### src/logic/tcb_pkg.sv
// tcb memory subsystem shared definitions
// transfer sizes, axi4-lite response codes, config register map and width defaults

`default_nettype none

package tcb_pkg;

  //////////////////////////////////////////////////
  // width defaults
  //////////////////////////////////////////////////

  // tcb address width in bits (byte address)
  parameter int unsigned TCB_ABW = 12;
  // tcb data width in bits
  parameter int unsigned TCB_DBW = 32;
  // slice hold granularity in bytes
  parameter int unsigned TCB_GRN = 1;

  // config port address width, covers the whole register map
  parameter int unsigned CFG_AW = 4;
  // config port data width
  parameter int unsigned CFG_DW = 32;

  //////////////////////////////////////////////////
  // enumerations
  //////////////////////////////////////////////////

  // transfer size as log2 of the byte count
  typedef enum logic [1:0] {
    SIZ_BYTE = 2'd0,
    SIZ_HALF = 2'd1,
    SIZ_WORD = 2'd2
  } tcb_siz_e;

  // axi4-lite response codes
  // exokay and decerr never produced here
  typedef enum logic [1:0] {
    RESP_OKAY   = 2'b00,
    RESP_SLVERR = 2'b10
  } axi_resp_e;

  // config register byte addresses
  typedef enum logic [CFG_AW-1:0] {
    REG_LIMIT  = 4'h0,
    REG_CTRL   = 4'h4,
    REG_ERRCNT = 4'h8
  } cfg_reg_e;

endpackage : tcb_pkg

`default_nettype wire

### src/logic/tcb_protect_regs.sv
// memory protection register block
// axi4-lite slave holding the write limit, the enable bit and a refused request counter

`default_nettype none

module tcb_protect_regs #(
  parameter int unsigned ABW = tcb_pkg::TCB_ABW
)(
  input  wire                         sub,
  input  wire                         rst_n,
  // write address
  input  wire  [tcb_pkg::CFG_AW-1:0]  awaddr,
  input  wire                         awvalid,
  output logic                        awready,
  // write data
  input  wire  [tcb_pkg::CFG_DW-1:0]  wdata,
  input  wire  [tcb_pkg::CFG_DW/8-1:0] wstrb,
  input  wire                         wvalid,
  output logic                        wready,
  // write response
  output tcb_pkg::axi_resp_e          bresp,
  output logic                        bvalid,
  input  wire                         bready,
  // read address
  input  wire  [tcb_pkg::CFG_AW-1:0]  araddr,
  input  wire                         arvalid,
  output logic                        arready,
  // read data
  output logic [tcb_pkg::CFG_DW-1:0]  rdata,
  output tcb_pkg::axi_resp_e          rresp,
  output logic                        rvalid,
  input  wire                         rready,
  // memory side
  input  wire                         refused,
  output logic [ABW-1:0]              prot_limit,
  output logic                        prot_en
);

  import tcb_pkg::*;

  // the limit has to fit a config word
  if (ABW > CFG_DW) begin : g_chk_abw
    $error("ABW %0d wider than the config data width %0d", ABW, CFG_DW);
  end

  logic              wr_go;
  logic              rd_go;
  logic              wr_lim;
  logic              wr_ctl;
  logic              wr_bad;
  logic [CFG_DW-1:0] lim_new;
  logic [CFG_DW-1:0] rd_val;
  logic              rd_bad;
  logic [CFG_DW-1:0] errcnt;

  //////////////////////////////////////////////////
  // handshakes
  //////////////////////////////////////////////////

  // aw and w are taken together, and only with no response pending
  assign wr_go   = awvalid & wvalid & ~bvalid;
  assign awready = wr_go;
  assign wready  = wr_go;

  // one read in flight
  assign arready = ~rvalid;
  assign rd_go   = arvalid & arready;

  //////////////////////////////////////////////////
  // write decode
  //////////////////////////////////////////////////

  always_comb begin
    wr_lim = 1'b0;
    wr_ctl = 1'b0;
    wr_bad = 1'b0;
    case (cfg_reg_e'(awaddr))
      REG_LIMIT: wr_lim = 1'b1;
      REG_CTRL:  wr_ctl = 1'b1;
      // counter is read only, unmapped falls here too
      default:   wr_bad = 1'b1;
    endcase
  end

  // merge strobed bytes into the current limit
  always_comb begin
    lim_new = CFG_DW'(prot_limit);
    for (int unsigned b = 0; b < CFG_DW / 8; b++) begin
      if (wstrb[b]) begin
        lim_new[8*b +: 8] = wdata[8*b +: 8];
      end
    end
  end

  //////////////////////////////////////////////////
  // read decode
  //////////////////////////////////////////////////

  always_comb begin
    rd_bad = 1'b0;
    case (cfg_reg_e'(araddr))
      REG_LIMIT:  rd_val = CFG_DW'(prot_limit);
      REG_CTRL:   rd_val = CFG_DW'(prot_en);
      REG_ERRCNT: rd_val = errcnt;
      default: begin
        rd_val = '0;
        rd_bad = 1'b1;
      end
    endcase
  end

  //////////////////////////////////////////////////
  // registers
  //////////////////////////////////////////////////

  always_ff @(posedge sub or negedge rst_n) begin
    if (!rst_n) begin
      prot_limit <= '1;
      prot_en    <= 1'b0;
      errcnt     <= '0;
      bvalid     <= 1'b0;
      rvalid     <= 1'b0;
    end else begin
      // programmable fields
      if (wr_go && wr_lim) begin
        prot_limit <= lim_new[ABW-1:0];
      end
      if (wr_go && wr_ctl && wstrb[0]) begin
        prot_en <= wdata[0];
      end
      // saturating count of refused requests
      if (refused && (errcnt != '1)) begin
        errcnt <= errcnt + 1'b1;
      end
      // response valids, held until taken
      if (wr_go) begin
        bvalid <= 1'b1;
      end else if (bready) begin
        bvalid <= 1'b0;
      end
      if (rd_go) begin
        rvalid <= 1'b1;
      end else if (rready) begin
        rvalid <= 1'b0;
      end
    end
  end

  // response payloads
  always_ff @(posedge sub) begin
    if (wr_go) begin
      bresp <= wr_bad ? RESP_SLVERR : RESP_OKAY;
    end
    if (rd_go) begin
      rdata <= rd_val;
      rresp <= rd_bad ? RESP_SLVERR : RESP_OKAY;
    end
  end

  // write response stays put until the manager takes it
  a_bvalid_hold : assert property (
    @(posedge sub) disable iff (!rst_n)
    bvalid && !bready |=> bvalid && $stable(bresp)
  );

endmodule : tcb_protect_regs

`default_nettype wire

### config.mk
export PLATFORM = sky130hd
export DESIGN_NAME = tcb_protect_regs
export DESIGN_NICKNAME = d
export VERILOG_FILES = /design/src/logic/tcb_pkg.sv /design/src/logic/tcb_protect_regs.sv
export SDC_FILE = /design/constraint.sdc
export NUM_CORES = 1
export LEC_CHECK = 0
export BUFFER_PORTS_ARGS = -buffer_cell sky130_fd_sc_hd__buf_2
export CAP_MARGIN = 20
export CORE_AREA = 2 2 84 86
export DETAILED_ROUTE_END_ITERATION = 6
export DIE_AREA = 0 0 86 88
export HOLD_SLACK_MARGIN = 0.02
export PLACE_DENSITY = 0.84
export SLEW_MARGIN = 40
export SYNTH_ARGS = -nofsm -noshare
export SYNTH_HDL_FRONTEND = slang
export SYNTH_SLANG_ARGS = --single-unit
### constraint.sdc
create_clock -name sub -period 5.3 [get_ports sub]
set_clock_uncertainty 0.05 [all_clocks]
set_input_delay 0 -clock sub [delete_from_list [all_inputs] [get_ports sub]]
set_output_delay 0 -clock sub [all_outputs]
set_load 0.01 [all_outputs]
Word level (Yosys, flattened, before mapping)
Index checks and enable logic that the tools add are counted.
{"block": "totals", "regBits": 83, "in_bits": 52, "output_inout_bits": 54, "wordCells": 40}
{"block": "classes", "n_addsub": 1, "eq_ne": 4, "mux": 9, "n_bitwise": 5, "reduce_logical": 12}
{"operator": "32-bit case mux with 3 select lines", "count": 1}
{"operator": "32-bit by 1-bit adder with 32-bit output, second input constant", "count": 1}
{"operator": "32-bit inequality test, second input constant", "count": 1}
{"operator": "4-bit by 3-bit equality test with 1-bit output, second input constant", "count": 2}
{"operator": "4-bit zero test", "count": 2}
{"operator": "1-bit 2-to-1 mux", "count": 6}
{"operator": "4-bit equality test, second input constant", "count": 1}
{"operator": "1-bit logical AND", "count": 4}
{"operator": "2-bit 2-to-1 mux", "count": 2}
{"operator": "2-bit AND reduction", "count": 2}
{"operator": "2-bit nonzero test", "count": 2}
{"operator": "1-bit AND", "count": 3}
{"operator": "3-bit OR reduction", "count": 1}
{"operator": "1-bit NOT", "count": 2}
{"operator": "2-bit OR reduction", "count": 1}

Logic depth before layout (Yosys ltp)
Gate-level depths: netlist of the first run.
{"block": "depth", "ltp_word": 4, "mapped_depth": 7, "ltp_nobuf": 6}

Worst setup path before layout of the first run
No wires, ideal clock.
{"block": "synth_timing", "kind": "reg-to-reg", "startpoint": "register rvalid", "endpoint": "register rdata[0] (netlist bit) (enable)", "setup_ns": 0.428, "arrival_time_ns": 1.942, "t_required_ns": 4.822, "setup_slack_ns": 2.880, "stages_incl_launch_ff": 2, "n_path_buf": 0, "synth_period_minus_slack_ns": 2.420, "path_cell_list": "dfrtp_1 -> nor2b_1"}
{"block": "synth_between", "elab_chain_cells": 2}
{"item": "start, declared", "line": "tcb_protect_regs.sv:31", "rtl": "output logic rvalid,"}
{"item": "start signal, assigned", "line": "tcb_protect_regs.sv:122", "rtl": "rvalid <= 1'b0;"}
{"item": "start signal, assigned", "line": "tcb_protect_regs.sv:142", "rtl": "rvalid <= 1'b1;"}
{"item": "start signal, assigned", "line": "tcb_protect_regs.sv:144", "rtl": "rvalid <= 1'b0;"}
{"item": "1-bit NOT", "line": "tcb_protect_regs.sv:66", "rtl": "assign arready = ~rvalid;"}
{"item": "1-bit AND", "line": "tcb_protect_regs.sv:67", "rtl": "assign rd_go = arvalid & arready;"}
{"item": "named net rd_go", "line": "tcb_protect_regs.sv:47", "rtl": "logic rd_go;"}
{"item": "end signal, assigned", "line": "tcb_protect_regs.sv:155", "rtl": "rdata <= rd_val;"}
{"item": "end, declared", "line": "tcb_protect_regs.sv:29", "rtl": "output logic [tcb_pkg::CFG_DW-1:0] rdata,"}
The timed path passes the listed nets, and every way through them passes these cells.
A chain may end at the register's enable or synchronous reset.

Final worst setup path of the first run
{"block": "layout_timing", "startpoint": "register errcnt[0]", "endpoint": "register errcnt[1]"}
{"block": "layout_between", "elab_chain_cells": 2, "elab_cells_between_ends": 3, "classes_between": "add/sub (1); eq/ne (1); reduce/logical (1)"}
{"item": "start, declared", "line": "tcb_protect_regs.sv:54", "rtl": "logic [CFG_DW-1:0] errcnt;"}
{"item": "start signal, assigned", "line": "tcb_protect_regs.sv:133", "rtl": "errcnt <= errcnt + 1'b1;"}
{"item": "branches (longest 2 deep; another with 32-bit by 1-bit adder with 32-bit output)"}
Parallel ways; which one is timed is not known.

==> results.cfg, run 1 <==
[grt]
grt_pass1_vias = 2612
use_met3_pct = 5.00
grt.total_usage_pct = 21.0
grt_max_degree = 48
grt_pass1_wl_um = 12200
antenna_found_initial = 0
use_met1_pct = 25.5
grt-busiest-layer = met2
use_met2_pct = 35.5
gr-total-overflow = 0

[routing]
vias = 2590
vias_per_cell = 5.59
drc = 0
antenna_left = 0
drt_iter0_markers = 241
drtPass1Iterations = 4
routedWlPerCell_um = 16.4
wirelength_um = 7600

[sta]
worstMarginPinSlew_ns = 0.668
maxSlewViolCount = 0
finalSetupTns_ns = 0
slew_headroom_pct = 55.2
fin_hold_ws_ns = 0.103
hold_violations = 0
fin_crit_sh_pct = 45.5
setup_viol_count_final = 0
clock.fmax_mhz = 415
rsz0062_at_grt = no
fin_crit_ns = 2.41

[floorplanning]
die_y_um = 88
io_pins = 106
start_util_pct = 53.3
fp-row-count = 30
die_area_sq_um = 7570
dieWidth_um = 86
fp.coreArea_sq_um = 6640

[critical_path]
path_max_fanout = 10
crit_start = errcnt[0]$_DFFE_PN0P_
worst_setup_path_start_kind = register
worstPathRequired_ns = 5.49
regToRegEndpoint = errcnt[1]$_DFFE_PN0P_
endpoint = errcnt[1]$_DFFE_PN0P_
crit_slowest_cell = and3_1
critical_path.cell_chain = ha_1 > nand3_1 > nor4_4 > and3_1 > nand2b_4 > mux2_1
reg2reg_slack_ns = 2.89
slowest_delay_ns = 0.49
critPathCaptureType = register
path_class = register to register
reg2reg_depth = 6
crit_arrival_ns = 2.60
r2r-start = errcnt[0]$_DFFE_PN0P_

[logic_synthesis]
synthSimpleGateAreaFrac_pct = 17.6
ys_seq_elements = 81
synth_adder_area_share_pct = 0.354
synth_compound_area_share_pct = 5.94
synthMuxAreaShare_pct = 4.74
synth_top_family_by_area = simple AND/OR/NAND/NOR gates
syn_avg_cell_area_sq_um = 13.3
synth_edf_count = 34
synth-main-ff-cell = dfrtp_1
ys_warn_count = 0
syn_inst = 266
synthXorXnorAreaFrac_pct = 6.68
synth_cell_types = 47
netlist_area_sq_um = 3540
synth_seq_area_share_pct = 62.5
synthArstFlopShare_pct = 58.0

[clock_tree]
cts_max_path_buffers = 2
clkTransAtPathRegs_ns = 0.08
root_buffer = clkbuf_8
cts_max_level = 3
cts-resized-gates = 0
cts-hold-fix-buffers = 27
cts.sinks = 81
clk_latency_ns = 0.36
cts_tree = done
cts-buffers-inserted = 9
cts_setup_buffers = 0

[layout]
fin_nets = 431
post-route-util_pct = 67.6
syn_to_final_growth_pct = 26.9
antenna_cells = 0
drive_gt1_share_pct = 35.0
nFillCells = 456

[power_and_ir_drop]
p_leak_uw = 0.00201
vdd_drop_max_v = 0.000152
power.density_nw_per_um2 = 310

[placed_design]
gp_congestion = 0.886
io_buffer_count = 81
hpwlAfterDp_um = 4620

[min_path]
holdCritPathClass = input pin to register

[run]
maxCapViolCount = 0

[outcome]
outcome = completed
==> cells by family after synthesis <==
group | Yosys count
XOR/XNOR | 27
AO/OA/AOI/OAI | 29
buffers and inverters | 14
multiplexers | 15
adder cells (fa/ha/maj) | 1
other | 1
flip-flops | 81
AND/OR/NAND/NOR | 98
==> cells in the mapped netlist, drive strengths merged (3+ instances only) <==
cell type / instances / area [sq um]
nand3: 17 / 85.1
mux2: 14 / 158
xor2: 13 / 114
buf: 4 / 33.8
xnor2: 14 / 123
a22o: 11 / 96.3
nand2: 10 / 37.5
edfxtp: 34 / 1020
a31oi: 3 / 18.8
nor4: 5 / 67.6
and2: 20 / 125
dfstp: 12 / 315
nor3: 5 / 25.0
nand4: 6 / 58.8
nor2: 12 / 45.0
inv: 4 / 15.0
and3: 10 / 62.6
clkbuf: 6 / 22.5
o21ai: 4 / 20.0
a21oi: 5 / 28.8
nand3b: 3 / 22.5
dfrtp: 35 / 876
==> placed cells by master, fill, tap and decap left out, drive strengths merged, types with 10 or more instances in the layout <==
cell	n
dfrtp	35
buf	83
and3	10
edfxtp	34
nor2	12
nand2	10
a22o	11
clkbuf	10
dlygate4sd3	27
dfstp	12
xor2	13
and2	20
nand3	17
mux2	14
xnor2	14
==> metal layers <==
| layer | routed length (um) | vias to the layer above |
|---|---|---|
| met5 | 0 | - |
| met2 | 3820 | 98 |
| met1 | 3130 | 1270 |
| met4 | 259 | 0 |
| met3 | 391 | 29 |
| li1 | - | 1193 |
==> critical path: cells and delay by family, from the launching register on <==
kind                       cells  cell delay [ns]
adders and majority gates      1             0.25
and+or+nand+nor                4             1.26
DFF                            1             0.43
muxes                          1             0.32
==> area by class of cell <==
class | count | area (sq um) | area share [%]
clock buffer | 10 | 128 | 2.84
sequential | 81 | 2210 | 49.3
timing repair buffer | 110 | 693 | 15.4
inverter | 4 | 15.0 | 0.334
multi-input combinational | 172 | 1280 | 28.6
clock inverter | 6 | 58.8 | 1.31
tap | 80 | 100 | 2.23
==> stage by stage <==
| stage | setup slack, ns | instances | instance area (sq um) | power (uW) |
|---|---|---|---|---|
| floorplan | 2.88 | 267 | 3540 | 872 |
| global placement | 3.01 | 420 | 4020 | 938 |
| detailed placement | 2.91 | 420 | 4030 | 954 |
| CTS | 2.90 | 463 | 4490 | 1400 |
| global route | 2.77 | 463 | 4490 | 1450 |
| finish | 2.89 | 463 | 4490 | 1390 |
==> worst min-delay path by stage <==
stage,startpoint,endpoint,slack [ns],cells after the start
after detailed placement,rst_n,errcnt[4]$_DFFE_PN0P_,-0.001,1
final,wstrb[1],prot_limit[9]$_DFFE_PN1P_,0.10,3
after floorplan,rst_n,bvalid$_DFFE_PN0P_,-0.35,0
after global placement,rready,rvalid$_DFFE_PN0P_,0.12,2
after CTS,wstrb[1],prot_limit[9]$_DFFE_PN1P_,0.10,3
after global routing,wstrb[1],prot_limit[8]$_DFFE_PN1P_,0.14,3
==> power breakdown <==
part	switching [uW]	internal [uW]
clock network	218	214
registers	59.0	722
logic	93.6	85.1
==> flip-flops by register name, indices dropped and copies added, names as in the netlist <==
name        flops
prot_en         1
bresp           1
rdata          32
errcnt         32
prot_limit     12
bvalid          1
rresp           1
rvalid          1
Note: power is estimated with default switching activity, not from simulation.
==> run 2: changes to the inputs <==
--- a/config.mk
+++ b/config.mk
@@ -7,11 +7,11 @@
 export LEC_CHECK = 0
 export BUFFER_PORTS_ARGS = -buffer_cell sky130_fd_sc_hd__buf_2
 export CAP_MARGIN = 20
-export CORE_AREA = 2 2 84 86
+export CORE_AREA = 2 2 91 93
 export DETAILED_ROUTE_END_ITERATION = 6
-export DIE_AREA = 0 0 86 88
+export DIE_AREA = 0 0 93 95
 export HOLD_SLACK_MARGIN = 0.02
-export PLACE_DENSITY = 0.84
+export PLACE_DENSITY = 0.76
 export SLEW_MARGIN = 40
 export SYNTH_ARGS = -nofsm -noshare
 export SYNTH_HDL_FRONTEND = slang
==> constraint.sdc (replaced) <==
create_clock -name sub -period 1.9 [get_ports sub]
set_clock_uncertainty 0.05 [all_clocks]
set_input_delay 0 -clock sub [delete_from_list [all_inputs] [get_ports sub]]
set_output_delay 0 -clock sub [all_outputs]
set_load 0.01 [all_outputs]
==> results.cfg, run 2 (same netlist as run 1, synthesis figures left out) <==
[layout]
antenna_cells = 0
final_cell_mix = 80 x buf_2, 40 x buf_4, 35 x dfrtp_1
layout_commonest_cell = buf_2
final_area_sq_um = 4850
reg_top3 = errcnt x32, rdata x32, prot_limit x12
fin_nets = 468
drive_gt1_share_pct = 42.9
syn_to_final_growth_pct = 37.1

[clock_tree]
cts-buffers-inserted = 9
root_buffer = clkbuf_8
cts_max_level = 3
cts.sinks = 81
cts_max_path_buffers = 2
clk_latency_ns = 0.35
cts_tree = done
clkTransAtPathRegs_ns = 0.08

[sta]
fin_crit_ns = 1.88
worstMarginPinSlew_ns = 0.503
clock.fmax_mhz = 531
maxSlewViolCount = 0
rsz0062_at_grt = yes
fin_crit_sh_pct = 99.0
slew_headroom_pct = 66.5
setup_viol_count_final = 0
hold_violations = 0
setup_ws_ns = 0.0182

[grt]
gr-total-overflow = 0
grt_max_degree = 39
grt.total_usage_pct = 18.2
grt_pass1_vias = 2620
antenna_found_initial = 0
grt_pass1_wl_um = 12400

[critical_path]
slowest_delay_ns = 0.56
reg2reg_depth = 5
path_max_fanout = 3
worst_setup_path_start_kind = input pin
worstPathRequired_ns = 2.09
path_class = input pin to register
critical_path.cell_chain = dlygate4sd3_1 > buf_2 > or3_4 > nor2_4 > nand3_1 > dlygate4sd3_1 > mux2_2
cp_top_family = buffers and inverters
crit_arrival_ns = 2.08
critPathCaptureType = register
regToRegEndpoint = errcnt[27]$_DFFE_PN0P_
path_buf_inv = 3
crit_slowest_cell = dlygate4sd3_1
reg2reg_slack_ns = 0.03
r2r-start = errcnt[4]$_DFFE_PN0P_
cpMostUsedCell = dlygate4sd3_1

[routing]
routedWlPerCell_um = 14.5
drt_iter0_markers = 141
vias = 2695
drtPass1Iterations = 4
drc = 0
antenna_left = 0
wirelength_um = 7630
vias_per_cell = 5.13

[outcome]
outcome = completed

[floorplanning]
start_util_pct = 44.6
fp.coreArea_sq_um = 7930
dieWidth_um = 93
io_pins = 106
die_area_sq_um = 8840
fp-row-count = 33
die_y_um = 95

[min_path]
holdCritPathClass = input pin to async pin

[power_and_ir_drop]
p_leak_uw = 0.00222
vdd_drop_max_v = 0.000395
power.density_nw_per_um2 = 838

[placed_design]
io_buffer_count = 81
pre_cts_ws_ns = 0.0375
placement.cell_area_sq_um = 4300
gp_congestion = 0.826
hpwlAfterDp_um = 4970

[run]
maxCapViolCount = 0
==> run 2: metal layers <==
layer,part of all wire [%],track usage [%]
met5,0,0
met4,1.5,6.74
met3,5.5,4.55
met2,52,30.3
met1,41,23.2
==> run 2: metrics by stage <==
| step | power (uW) | utilization (%) | cells | hold WS [ns] | TNS, ns |
|---|---|---|---|---|---|
| final | 4070 | 61.2 | 525 | 0.111 | 0 |
| after global routing | 4260 | 61.2 | 525 | 0.130 | -0.112 |
| after CTS | 4070 | 60.2 | 520 | 0.106 | 0 |
| after detailed placement | 2770 | 54.2 | 477 | -0.0503 | 0 |
| after global placement | 2730 | 54.2 | 477 | 0.102 | 0 |
| after floorplan | 2430 | - | 267 | -0.346 | -0.0791 |
==> run 2: report_power, final <==
| group | switching, uW | leakage, uW | internal (uW) |
|---|---|---|---|
| clock network | 616 | 0.0000949 | 644 |
| registers | 113 | 0.000927 | 2010 |
| logic | 332 | 0.00119 | 346 |
| total | 1060 | 0.00222 | 3000 |
==> run 2: timing repair <==
action                                  CTS  global route
buffers inserted                          0             5
hold buffers                             27             0
hold endpoints to repair                 69             0
endpoints found under the setup margin    0            15
resized for setup                         0            10
==> run 2: worst reg2reg max path, stage by stage, from the launching register on <==
cell	delay [ns]
dfrtp_1	0.40
nand4_4	0.18
or4_4	0.62
nor4_4	0.23
buf_4	0.17
xor2_1	0.14
==> run 2: worst max-delay path by stage <==
stage                          start                      to  slack (ns)  cells after the start
6_report                   awaddr[3]     prot_en$_DFFE_PN0P_        0.02                      7
2_1_floorplan  errcnt[0]$_DFFE_PN0P_   errcnt[1]$_DFFE_PN0P_       -0.08                      7
3_5_place_dp   errcnt[4]$_DFFE_PN0P_  errcnt[29]$_DFFE_PN0P_        0.04                      5
5_1_grt        errcnt[4]$_DFFE_PN0P_  errcnt[29]$_DFFE_PN0P_       -0.04                      5
4_1_cts        errcnt[4]$_DFFE_PN0P_  errcnt[29]$_DFFE_PN0P_        0.02                      5
3_3_place_gp   errcnt[4]$_DFFE_PN0P_  errcnt[19]$_DFFE_PN0P_        0.07                      5
==> run 2: final cells by class <==
type	instances	area (sq um)
fill	624	3080
sequential	81	2210
multi-input combinational	172	1320
timing repair buffer	147	973
clock buffer	10	138
tap	105	131
clock inverter	6	66.3
inverter	4	15.0
==> run 3: changes to the inputs <==
--- a/config.mk
+++ b/config.mk
@@ -11,7 +11,7 @@
 export DETAILED_ROUTE_END_ITERATION = 6
 export DIE_AREA = 0 0 93 95
 export HOLD_SLACK_MARGIN = 0.02
-export PLACE_DENSITY = 0.76
+export PLACE_DENSITY = 0.83
 export SLEW_MARGIN = 40
 export SYNTH_ARGS = -nofsm -noshare
 export SYNTH_HDL_FRONTEND = slang
==> results.cfg, run 3 (same netlist as run 1, synthesis figures left out) <==
[sta]
fin_crit_sh_pct = 104
worstMarginPinSlew_ns = 0.636
fin_crit_ns = 1.97
rsz0062_at_grt = yes
setup_ws_ns = -0.0693
hold_violations = 0
slew_headroom_pct = 57.6
clock.fmax_mhz = 508
maxSlewViolCount = 0
setup_viol_count_final = 8

[critical_path]
worst_setup_path_start_kind = register
r2r-start = errcnt[1]$_DFFE_PN0P_
crit_arrival_ns = 2.17
path_class = register to register
reg2reg_depth = 7
path_max_fanout = 4
critPathCaptureType = register
crit_start = errcnt[1]$_DFFE_PN0P_
worstPathRequired_ns = 2.10

[layout]
final_cell_mix = 81 x buf_2, 42 x buf_4, 34 x edfxtp_1, 34 x dfrtp_1, 23 x dlygate4sd3_1
antenna_cells = 0
syn_to_final_growth_pct = 38.8
final_area_sq_um = 4910
layout_commonest_cell = buf_2
finalNonFillerCells = 527
reg_top3 = errcnt x32, rdata x32, prot_limit x12
nFillCells = 559
drive_gt1_share_pct = 44.5
fin_nets = 470

[min_path]
whs_path_depth = 3
min-delay-start = awvalid
holdCritPathClass = input pin to register

[routing]
vias = 2810
antenna_left = 0
wirelength_um = 8910
drtPass1Iterations = 7
routedWlPerCell_um = 16.9
vias_per_cell = 5.33
drt_iter0_markers = 288
drc = 5

[floorplanning]
start_util_pct = 44.6
dieWidth_um = 93
die_area_sq_um = 8840
fp.coreArea_sq_um = 7930
die_y_um = 95
io_pins = 106
fp-row-count = 33

[placed_design]
gp_congestion = 0.842
io_buffer_count = 81
post-place-cells = 478
hpwlAfterDp_um = 5080
placement.cell_area_sq_um = 4310

[run]
maxCapViolCount = 0

[power_and_ir_drop]
power_uw = 4310
p_leak_uw = 0.00224
vdd_drop_max_v = 0.000392
power.density_nw_per_um2 = 878

[outcome]
outcome = complete, but fails checks
violations = DRC, setup timing

[clock_tree]
cts_max_path_buffers = 2
cts_tree = done
root_buffer = clkbuf_8
cts-buffers-inserted = 9
cts_max_level = 3
clkTransAtPathRegs_ns = 0.09
clk_latency_ns = 0.36
cts.sinks = 81

[grt]
antenna_found_initial = 0
grt.total_usage_pct = 18.9
grt_max_degree = 35
grt_pass1_wl_um = 12800
gr-total-overflow = 0
grt_pass1_vias = 2713
[run 3: changes by cell type in the layout (fill, tap and decap cells not counted), sizes merged]
| cell | delta |
|---|---|
| buf | +6 |
| clkinv | +3 |
| dlygate4sd3 | -3 |
| clkinvlp | -2 |
| bufinv | +1 |
| clkbuf | -1 |
| dlymetal6s4s | -1 |
| inv | -1 |
[run 3: repair_timing]
action                     CTS  global route
setup buffers                1             9
setup endpoints to repair    2            20
pin swaps                    0             5
hold buffers                23             0
hold endpoints to repair    69             0
resized for setup            0            17
[run 3: power by group]
part / switching [uW] / internal (uW) / leakage [uW] / total [uW]
Sequential: 143 / 2010 / 0.000925 / 2160
Combinational: 382 / 407 / 0.00121 / 789
Clock: 627 / 739 / 0.000109 / 1370
Total: 1150 / 3160 / 0.00224 / 4310
[run 3: final timing paths]
| check | endpoint | slack [ns] |
|---|---|---|
| worst max-delay path | errcnt[1]$_DFFE_PN0P_ | -0.07 |
| worst min-delay path | bresp[1]$_DFFE_PP_ | 0.08 |
| worst max register to register | errcnt[1]$_DFFE_PN0P_ | -0.07 |
| worst min register to register | errcnt[12]$_DFFE_PN0P_ | 0.45 |
| max in group asynchronous | errcnt[16]$_DFFE_PN0P_ | 1.06 |
| min in group asynchronous | errcnt[0]$_DFFE_PN0P_ | 0.18 |
[run 3: worst max-delay path, cell delays in order (launching register included)]
cell and delay, ns:
dfrtp_1 0.42, ha_4 0.20, nand3_4 0.10, buf_6 0.14
nor4_4 0.26, and3_4 0.26, nand2b_4 0.13, mux2_4 0.29
[run 3: per-stage QoR]
stage / utilization [%] / setup TNS [ns] / hold slack [ns] / worst slack [ns]
2_1_floorplan: - / -0.0791 / -0.346 / -0.0791
3_3_place_gp: 54.4 / 0 / -0.00872 / 0.0530
3_5_place_dp: 54.4 / 0 / -0.00971 / 0.0196
4_1_cts: 60.2 / 0 / 0.0250 / 0.0164
5_1_grt: 62.0 / -1.43 / 0.0698 / -0.113
6_report: 62.0 / -0.192 / 0.0803 / -0.0693
[run 3: area by class of cell]
type,instances,area (sq um),share of cell area (%)
repair buffers,149,997,20.3
inverters,4,15.0,0.306
flip-flops and latches,81,2210,45.1
multi-input cells,172,1340,27.2
clock buffers,9,124,2.52
clock inverters,7,95.1,1.94
well taps,105,131,2.67
[run 3: routing by layer]
metal	part of all wire [%]	wire [um]	GRT usage, %	vias to the layer above
li1	-	-	-	1273
met1	39	3450	23.3	1379
met2	52	4650	31.4	128
met3	6.1	540	4.79	30
met4	3.0	264	9.07	0
met5	0	0	0	-
